## src/hdl/cp0_pkg.sv

```systemverilog
`default_nettype none

package cp0_pkg;

   ////////////////////////////////////////////////////////////
   // Exception kinds
   ////////////////////////////////////////////////////////////

   // Architectural kinds carry their MIPS ExcCode
   typedef enum logic [4:0] {
      EXC_INT   = 5'd0,
      EXC_ADEL  = 5'd4,
      EXC_ADES  = 5'd5,
      EXC_SYS   = 5'd8,
      EXC_BP    = 5'd9,
      EXC_RI    = 5'd10,
      EXC_OV    = 5'd12,
      // Internal kinds on unused codes
      EXC_ERET  = 5'd14,
      EXC_NOEXC = 5'd31
   } exc_type_e;

   ////////////////////////////////////////////////////////////
   // Register numbers and field positions
   ////////////////////////////////////////////////////////////

   // Word index of the APB address
   typedef enum logic [4:0] {
      CP0_BADVADDR = 5'd8,
      CP0_STATUS   = 5'd12,
      CP0_CAUSE    = 5'd13,
      CP0_EPC      = 5'd14
   } cp0_addr_e;

   // Status fields
   localparam int STATUS_IE     = 0;
   localparam int STATUS_EXL    = 1;
   localparam int STATUS_IM_LO  = 8;
   localparam int STATUS_IM_HI  = 15;

   // IE, EXL and IM are the only live Status bits
   localparam logic [31:0] STATUS_WMASK = 32'h0000_ff03;

   // Cause fields
   localparam int CAUSE_EXC_LO   = 2;
   localparam int CAUSE_EXC_HI   = 6;
   localparam int CAUSE_IP_SW_LO = 8;
   localparam int CAUSE_IP_SW_HI = 9;
   localparam int CAUSE_IP_HW_LO = 10;
   localparam int CAUSE_IP_HW_HI = 15;

endpackage

`default_nettype wire
```

## src/hdl/cp0_top.sv

```systemverilog
`default_nettype none

module cp0_top #(
   parameter logic [31:0] exc_vector = 32'hbfc0_0380
) (
   input  logic                clk,
   input  logic                reset,
   // Memory stage events
   input  logic [5:0]          int_hard,
   input  logic                ri,
   input  logic                brk,
   input  logic                syscall,
   input  logic                overflow,
   input  logic                addr_error_sw,
   input  logic                addr_error_lw,
   input  logic                pc_error,
   input  logic                eret,
   input  logic [31:0]         pc_m,
   input  logic [31:0]         alu_out_m,
   // Redirect to fetch
   output cp0_pkg::exc_type_e  except_type,
   output logic                flush_except,
   output logic [31:0]         pc_except,
   output logic                pc_trap,
   // Debug host APB
   input  logic                psel,
   input  logic                penable,
   input  logic                pwrite,
   input  logic [31:0]         paddr,
   input  logic [31:0]         pwdata,
   output logic                pready,
   output logic [31:0]         prdata,
   output logic                pslverr
);

   logic [31:0] status, cause, epc, badvaddr_m;
   logic        wr_req, wr_grant, reg_we;
   logic [4:0]  wr_addr, reg_addr, rd_addr;
   logic [31:0] wr_data, reg_wdata, rd_data;

   ////////////////////////////////////////////////////////////
   // Exception path
   ////////////////////////////////////////////////////////////

   exception #(.exc_vector(exc_vector)) u_exception (
      .int_hard, .ri, .brk, .syscall, .overflow,
      .addr_error_sw, .addr_error_lw, .pc_error, .eret,
      .status, .cause, .epc, .pc_m, .alu_out_m,
      .except_type, .flush_except, .pc_except, .pc_trap, .badvaddr_m
   );

   cp0_regs u_regs (
      .clk, .reset, .int_hard, .except_type, .pc_m, .badvaddr_m,
      .reg_we, .reg_addr, .reg_wdata, .rd_addr,
      .rd_data, .status, .cause, .epc
   );

   // Shared write port with the exception side first
   cp0_write_arbiter u_arbiter (
      .clk, .reset, .flush_except, .except_type,
      .wr_req, .wr_addr, .wr_data,
      .wr_grant, .reg_we, .reg_addr, .reg_wdata
   );

   cp0_apb_slave u_apb (
      .clk, .reset, .psel, .penable, .pwrite, .paddr, .pwdata,
      .wr_grant, .rd_data, .pready, .prdata, .pslverr,
      .wr_req, .wr_addr, .wr_data, .rd_addr
   );

endmodule

`default_nettype wire

```

## src/hdl/cp0_apb_slave.sv

```systemverilog
`default_nettype none

module cp0_apb_slave (
   input  logic         clk,
   input  logic         reset,
   input  logic         psel,
   input  logic         penable,
   input  logic         pwrite,
   input  logic [31:0]  paddr,
   input  logic [31:0]  pwdata,
   input  logic         wr_grant,
   input  logic [31:0]  rd_data,
   output logic         pready,
   output logic [31:0]  prdata,
   output logic         pslverr,
   output logic         wr_req,
   output logic [4:0]   wr_addr,
   output logic [31:0]  wr_data,
   output logic [4:0]   rd_addr
);

   // SETUP means a setup cycle was seen, so the next is the first access
   typedef enum logic [1:0] {IDLE, SETUP, ACCESS} apb_state_e;

   apb_state_e state_q;
   apb_state_e state_d;
   logic       access;
   logic       done;

   assign access = psel && penable && (state_q != IDLE);
   // Reads end on the first access and writes once granted
   assign done = access && (pwrite ? wr_grant : (state_q == SETUP));

   ////////////////////////////////////////////////////////////
   // Phase tracking
   ////////////////////////////////////////////////////////////

   always_comb begin
      state_d = state_q;
      case (state_q)
         IDLE:   if (psel && !penable) state_d = SETUP;
         SETUP:  if (done) state_d = IDLE;
                 else if (access) state_d = ACCESS;
         ACCESS: if (done || !psel) state_d = IDLE;
         default: state_d = IDLE;
      endcase
   end

   always_ff @(posedge clk) begin
      if (reset) state_q <= IDLE;
      else       state_q <= state_d;
   end

   assign pready  = done;
   assign pslverr = 1'b0;

   // Request stays up from setup until the grant
   assign wr_req  = psel && pwrite;
   assign wr_addr = paddr[6:2];
   assign wr_data = pwdata;

   // Read path straight from the register file
   assign rd_addr = paddr[6:2];
   assign prdata  = (psel && !pwrite) ? rd_data : '0;

endmodule

`default_nettype wire

```

## src/hdl/cp0_write_arbiter.sv

```systemverilog
`default_nettype none

module cp0_write_arbiter (
   input  logic                clk,
   input  logic                reset,
   input  logic                flush_except,
   input  cp0_pkg::exc_type_e  except_type,
   input  logic                wr_req,
   input  logic [4:0]          wr_addr,
   input  logic [31:0]         wr_data,
   output logic                wr_grant,
   output logic                reg_we,
   output logic [4:0]          reg_addr,
   output logic [31:0]         reg_wdata
);

   import cp0_pkg::*;

   logic commit;
   logic eret_now;
   logic block;
   logic grant_q;

   // Exception side owns the update cycle
   assign commit   = flush_except && (except_type != EXC_ERET)
                  && (except_type != EXC_NOEXC);
   // ERET touches Status, so it blocks too
   assign eret_now = flush_except && (except_type == EXC_ERET);
   assign block    = commit || eret_now;

   ////////////////////////////////////////////////////////////
   // Grant
   ////////////////////////////////////////////////////////////

   // Armed from the setup cycle and held while blocked
   always_ff @(posedge clk) begin
      if (reset) begin
         grant_q <= 1'b0;
      end else begin
         grant_q <= wr_req && !wr_grant;
      end
   end

   // Lose the slot in any cycle the exception side writes
   assign wr_grant = grant_q && wr_req && !block;

   // Forward the held APB write
   assign reg_we    = wr_grant;
   assign reg_addr  = wr_addr;
   assign reg_wdata = wr_data;

endmodule

`default_nettype wire

```

## src/hdl/cp0_regs.sv

```systemverilog
`default_nettype none

module cp0_regs (
   input  logic                clk,
   input  logic                reset,
   input  logic [5:0]          int_hard,
   input  cp0_pkg::exc_type_e  except_type,
   input  logic [31:0]         pc_m,
   input  logic [31:0]         badvaddr_m,
   input  logic                reg_we,
   input  logic [4:0]          reg_addr,
   input  logic [31:0]         reg_wdata,
   input  logic [4:0]          rd_addr,
   output logic [31:0]         rd_data,
   output logic [31:0]         status,
   output logic [31:0]         cause,
   output logic [31:0]         epc
);

   import cp0_pkg::*;

   logic [31:0] status_q;
   logic [4:0]  exc_code_q;
   logic [1:0]  ip_sw_q;
   logic [5:0]  ip_hw_q;
   logic [31:0] epc_q;
   logic [31:0] badvaddr_q;
   logic        commit;
   logic        addr_fault;

   // Architectural exception taken this cycle
   assign commit = (except_type != EXC_NOEXC) && (except_type != EXC_ERET);
   assign addr_fault = (except_type == EXC_ADEL) || (except_type == EXC_ADES);

   ////////////////////////////////////////////////////////////
   // Register update
   ////////////////////////////////////////////////////////////

   always_ff @(posedge clk) begin
      if (reset) begin
         status_q   <= '0;
         exc_code_q <= '0;
         ip_sw_q    <= '0;
         ip_hw_q    <= '0;
         epc_q      <= '0;
         badvaddr_q <= '0;
      end else begin
         // Pending hardware lines shown in Cause
         ip_hw_q <= int_hard;
         if (commit) begin
            epc_q      <= pc_m;
            exc_code_q <= except_type;
            status_q[STATUS_EXL] <= 1'b1;
            if (addr_fault) begin
               badvaddr_q <= badvaddr_m;
            end
         end else if (except_type == EXC_ERET) begin
            // Leave handler level
            status_q[STATUS_EXL] <= 1'b0;
         end else if (reg_we) begin
            case (reg_addr)
               CP0_STATUS: status_q <= reg_wdata & STATUS_WMASK;
               CP0_CAUSE:  ip_sw_q  <= reg_wdata[CAUSE_IP_SW_HI:CAUSE_IP_SW_LO];
               CP0_EPC:    epc_q    <= reg_wdata;
               // BadVAddr and unmapped numbers drop the write
               default: ;
            endcase
         end
      end
   end

   ////////////////////////////////////////////////////////////
   // Cause assembly and read port
   ////////////////////////////////////////////////////////////

   always_comb begin
      cause = '0;
      cause[CAUSE_EXC_HI:CAUSE_EXC_LO]     = exc_code_q;
      cause[CAUSE_IP_SW_HI:CAUSE_IP_SW_LO] = ip_sw_q;
      cause[CAUSE_IP_HW_HI:CAUSE_IP_HW_LO] = ip_hw_q;
   end

   assign status = status_q;
   assign epc    = epc_q;

   // Unmapped numbers read as zero
   always_comb begin
      case (rd_addr)
         CP0_BADVADDR: rd_data = badvaddr_q;
         CP0_STATUS:   rd_data = status_q;
         CP0_CAUSE:    rd_data = cause;
         CP0_EPC:      rd_data = epc_q;
         default:      rd_data = '0;
      endcase
   end

endmodule

`default_nettype wire

```

## src/hdl/exception.sv

```systemverilog
`default_nettype none

module exception #(
   parameter logic [31:0] exc_vector = 32'hbfc0_0380
) (
   input  logic [5:0]          int_hard,
   input  logic                ri,
   input  logic                brk,
   input  logic                syscall,
   input  logic                overflow,
   input  logic                addr_error_sw,
   input  logic                addr_error_lw,
   input  logic                pc_error,
   input  logic                eret,
   input  logic [31:0]         status,
   input  logic [31:0]         cause,
   input  logic [31:0]         epc,
   input  logic [31:0]         pc_m,
   input  logic [31:0]         alu_out_m,
   output cp0_pkg::exc_type_e  except_type,
   output logic                flush_except,
   output logic [31:0]         pc_except,
   output logic                pc_trap,
   output logic [31:0]         badvaddr_m
);

   import cp0_pkg::*;

   logic       int_pending;
   logic [7:0] ip_all;

   // Hardware lines go straight in and software bits come from Cause
   assign ip_all = {int_hard, cause[CAUSE_IP_SW_HI:CAUSE_IP_SW_LO]};

   // Enabled, not already in a handler, and unmasked
   assign int_pending = status[STATUS_IE] && !status[STATUS_EXL]
                     && |(status[STATUS_IM_HI:STATUS_IM_LO] & ip_all);

   ////////////////////////////////////////////////////////////
   // Priority pick with the highest first
   ////////////////////////////////////////////////////////////

   always_comb begin
      if (int_pending)                         except_type = EXC_INT;
      else if (addr_error_lw || pc_error)      except_type = EXC_ADEL;
      else if (ri)                             except_type = EXC_RI;
      else if (syscall)                        except_type = EXC_SYS;
      else if (brk)                            except_type = EXC_BP;
      else if (addr_error_sw)                  except_type = EXC_ADES;
      else if (overflow)                       except_type = EXC_OV;
      else if (eret)                           except_type = EXC_ERET;
      else                                     except_type = EXC_NOEXC;
   end

   // Redirect target
   assign pc_except = (except_type == EXC_NOEXC) ? 32'h0 :
                      (except_type == EXC_ERET)  ? epc   : exc_vector;

   assign flush_except = (except_type != EXC_NOEXC);
   assign pc_trap      = (except_type != EXC_NOEXC);

   // Fetch fault reports the PC and a data fault the computed address
   assign badvaddr_m = pc_error ? pc_m : alu_out_m;

endmodule

`default_nettype wire

```

## config.mk

```make
export PLATFORM = sky130hd
export DESIGN_NAME = cp0_top
export DESIGN_NICKNAME = d
export VERILOG_FILES = /design/src/hdl/cp0_pkg.sv /design/src/hdl/cp0_top.sv /design/src/hdl/cp0_apb_slave.sv /design/src/hdl/cp0_write_arbiter.sv /design/src/hdl/cp0_regs.sv /design/src/hdl/exception.sv
export SDC_FILE = /design/constraint.sdc
export NUM_CORES = 1
export LEC_CHECK = 0
export ABC_AREA = 1
export BUFFER_PORTS_ARGS = -buffer_cell sky130_fd_sc_hd__buf_2
export CAP_MARGIN = 5
export CORE_AREA = 2 2 135 137
export CTS_BUF_LIST = sky130_fd_sc_hd__clkbuf_2 sky130_fd_sc_hd__clkbuf_4 sky130_fd_sc_hd__clkbuf_8
export DETAILED_ROUTE_END_ITERATION = 8
export DIE_AREA = 0 0 137 139
export GPL_ROUTABILITY_DRIVEN = 0
export GPL_TIMING_DRIVEN = 0
export PLACE_DENSITY = 0.63
export SYNTH_ARGS = -nofsm -noshare
export SYNTH_HDL_FRONTEND = slang
export SYNTH_SLANG_ARGS = --single-unit
```

## constraint.sdc

```tcl
create_clock -name clk -period 2.27 [get_ports clk]
set_input_delay 0.227 -clock clk [delete_from_list [all_inputs] [get_ports clk]]
set_output_delay 0.227 -clock clk [all_outputs]
set_load 0.02 [all_outputs]
```

==> impl_metrics.json <==
{
  "insertion_delay_ns": 0.37,
  "port_buffers": 189,
  "reg2reg_to": "u_regs.epc[30]",
  "wirelength_mm": 21.6,
  "wl_per_cell_um": 16.4,
  "diodes": 0,
  "yosysTopAreaCell": "dfxtp_1",
  "power.net_switching_w": 0.000997,
  "critPathArrivalTime_ns": 1.99,
  "num_vias": 6366,
  "min_from": "int_hard[0]",
  "cp-start-kind": "flop",
  "syn-num-nets": 1019,
  "r2r_cells": 12,
  "antenna_found_initial": 2,
  "drv_cap": 0,
  "switching_share_pct": 29.0,
  "dp_hpwl_mm": 16.0,
  "die_x_um": 137,
  "synth_top_area_share_pct": 34.6,
  "dpl_worst_slack_ns": -0.149,
  "cts_buffers": 9,
  "synth_area_leaders": "dfxtp_1 35%, nand2_1 27%, a21oi_1 9.1%",
  "clockBufferDepth": 2,
  "holdBufCountCts": 0,
  "final_max_slew_viol_count": 0,
  "seq_area_frac_synth_pct": 34.6,
  "clock-sinks": 90,
  "hold_depth": 3,
  "end_kind": "output port",
  "tns_ns": 0,
  "die_y_um": 139,
  "cp_max_fo": 7,
  "cts_tree": "built",
  "clock_skew_ns": 0.0156,
  "dr.pass1.iters": 5,
  "synth_seq_cells": 90,
  "final_common_cell": "nand2_1",
  "ant_nets": 0,
  "num_rows": 49,
  "clock-root-buffer": "clkbuf_8",
  "grt_pass1_vias": 5765,
  "seqPwrFrac_pct": 50.0,
  "area_growth_pct": 36.5,
  "coreArea_mm2": 0.0177,
  "final_cell_mix": "367 x nand2_1, 180 x buf_2, 94 x a21oi_1",
  "grt_usage_pct": 21.8,
  "htree_levels": 3,
  "power.density_mw_per_mm2": 484,
  "p_int_w": 0.00244,
  "grt_overflow": 0,
  "totalPowerFinal_w": 0.00344,
  "pwr-share-clk_pct": 33.1,
  "drive_gt1_share_pct": 28.3,
  "ios": 220,
  "layout_min_cycle_time_ns": 2.21,
  "start_util_pct": 29.5,
  "clkSlewWorstSetupHoldPaths_ns": 0.09,
  "path_class": "flop to output port",
  "grt_pass1_wl_mm": 31.6,
  "peakVddDrop_v": 0.000248,
  "ys_warn_count": 0,
  "r2r-start": "u_regs.status[10]",
  "worstPathRequired_ns": 2.04,
  "synthDistinctLibCells": 34,
  "synth_area_mm2": 0.00520,
  "final_nets": 1234,
  "min_path_type": "primary input to flop",
  "die-area_mm2": 0.0190,
  "timing.final.crit_share_pct": 97.5,
  "synthCells": 872,
  "grt_start_max_net_pins": 14,
  "status": "completed",
  "pwr-share-comb_pct": 16.9,
  "drt_first_iter_violations": 624,
  "hold_viol": 0,
  "r2r_setup_slack_ns": 0.22,
  "slew_headroom_pct": 54.6,
  "report.final.setup_viol": 0,
  "postSynthAreaPerCell_um2": 5.97,
  "worstMarginPinSlew_ns": 0.681,
  "leakagePower_nw": 3.50,
  "fmax_mhz": 452,
  "fin_ws_ns": 0.0564,
  "viasPerCell": 4.82,
  "hold_end": "u_regs.ip_hw_q[0]",
  "drc": 0
}
[critical path, stage by stage (launching register included)]
cell and delay, ns:
dfxtp_1 0.34, nand2_1 0.07, nand2_2 0.07, nor2_4 0.10
nand2_2 0.10, nand2_4 0.13, nand3_4 0.13, inv_8 0.12
nand2_8 0.08, clkbuf_16 0.20, nor2_1 0.10, buf_4 0.15
[cell usage after synthesis, drive strengths merged]
library cell / number
a22oi: 1
o21bai: 1
conb: 1
a211oi: 2
nand4: 5
a21oi: 97
buf: 24
o2111ai: 1
a221oi: 9
clkinv: 2
o211ai: 6
o21ai: 30
nor3: 3
inv: 81
o22ai: 4
dfxtp: 90
clkbuf: 29
nand2: 380
nand3: 38
nor2: 68
[power by group through the flow]
stage	Combinational [W]	Clock [W]	Sequential [W]
floorplan	0.000315	0	0.00174
global placement	0.000549	0	0.00175
detailed placement	0.000556	0	0.00175
CTS	0.000563	0.00114	0.00171
global route	0.000647	0.00121	0.00173
finish	0.000582	0.00114	0.00172
[how the worst max path moves through the flow]
stage                 startpoint       endpoint  cells past startpoint
6_report       u_regs.status[10]  pc_except[10]                     11
5_1_grt         u_regs.status[9]  pc_except[17]                     11
4_1_cts        u_regs.status[11]  pc_except[21]                     11
3_5_place_dp                psel     prdata[15]                      7
3_3_place_gp                psel     prdata[15]                      7
2_1_floorplan           pc_error         pready                     10
[kinds of logic (layout without fill, tap and decap cells)]
logic type	Yosys count	count (layout)	synth area share (%)
compound gates	151	151	16.4
buf+inv	136	355	10.7
flops	90	90	34.6
other cells	1	1	0.0721
simple gates	494	494	38.2
[per-stage QoR]
stage	hold slack, ns	area [um2]	std cells	utilization [%]
6_report	0.0644	7100	1320	40.2
5_1_grt	0.0714	7100	1320	40.2
4_1_cts	0.0614	6730	1308	38.1
3_5_place_dp	0.447	6440	1290	36.5
3_3_place_gp	0.448	6440	1290	36.5
2_1_floorplan	0.334	5200	872	-
[area by class of cell]
cell class	count	area, um2
timing repair buffer	205	1190
tap	229	287
multi-input combinational	646	3010
buffer	52	304
fill	1954	10600
inverter	83	319
sequential	90	1810
clock buffer	12	153
clock inverter	3	40.0
[registers in the layout, summed over array words and instances, names as in the netlist]
name               flops
u_apb.state_q          2
u_regs.status         10
u_regs.exc_code_q      5
u_regs.ip_sw_q         2
u_regs.epc            32
u_arbiter.grant_q      1
u_regs.ip_hw_q         6
u_regs.badvaddr_q     32
[per-layer routing]
layer / vias up / track usage (%) / wire length [um]
met4: 4 / 7.54 / 556
met5: - / 0 / 27
met1: 2898 / 29.9 / 9800
li1: 3168 / - / -
met3: 45 / 3.51 / 1510
met2: 251 / 34.6 / 9720
[what timing repair did]
action / in CTS / in global routing
setup endpoints to repair: 43 / 60
buffers inserted: 3 / 11
pin swaps: 1 / 7
hold endpoints to repair: 0 / 0
gates resized for setup: 30 / 82
gates cloned: 0 / 2
Note: power is estimated with default switching activity, not from simulation.
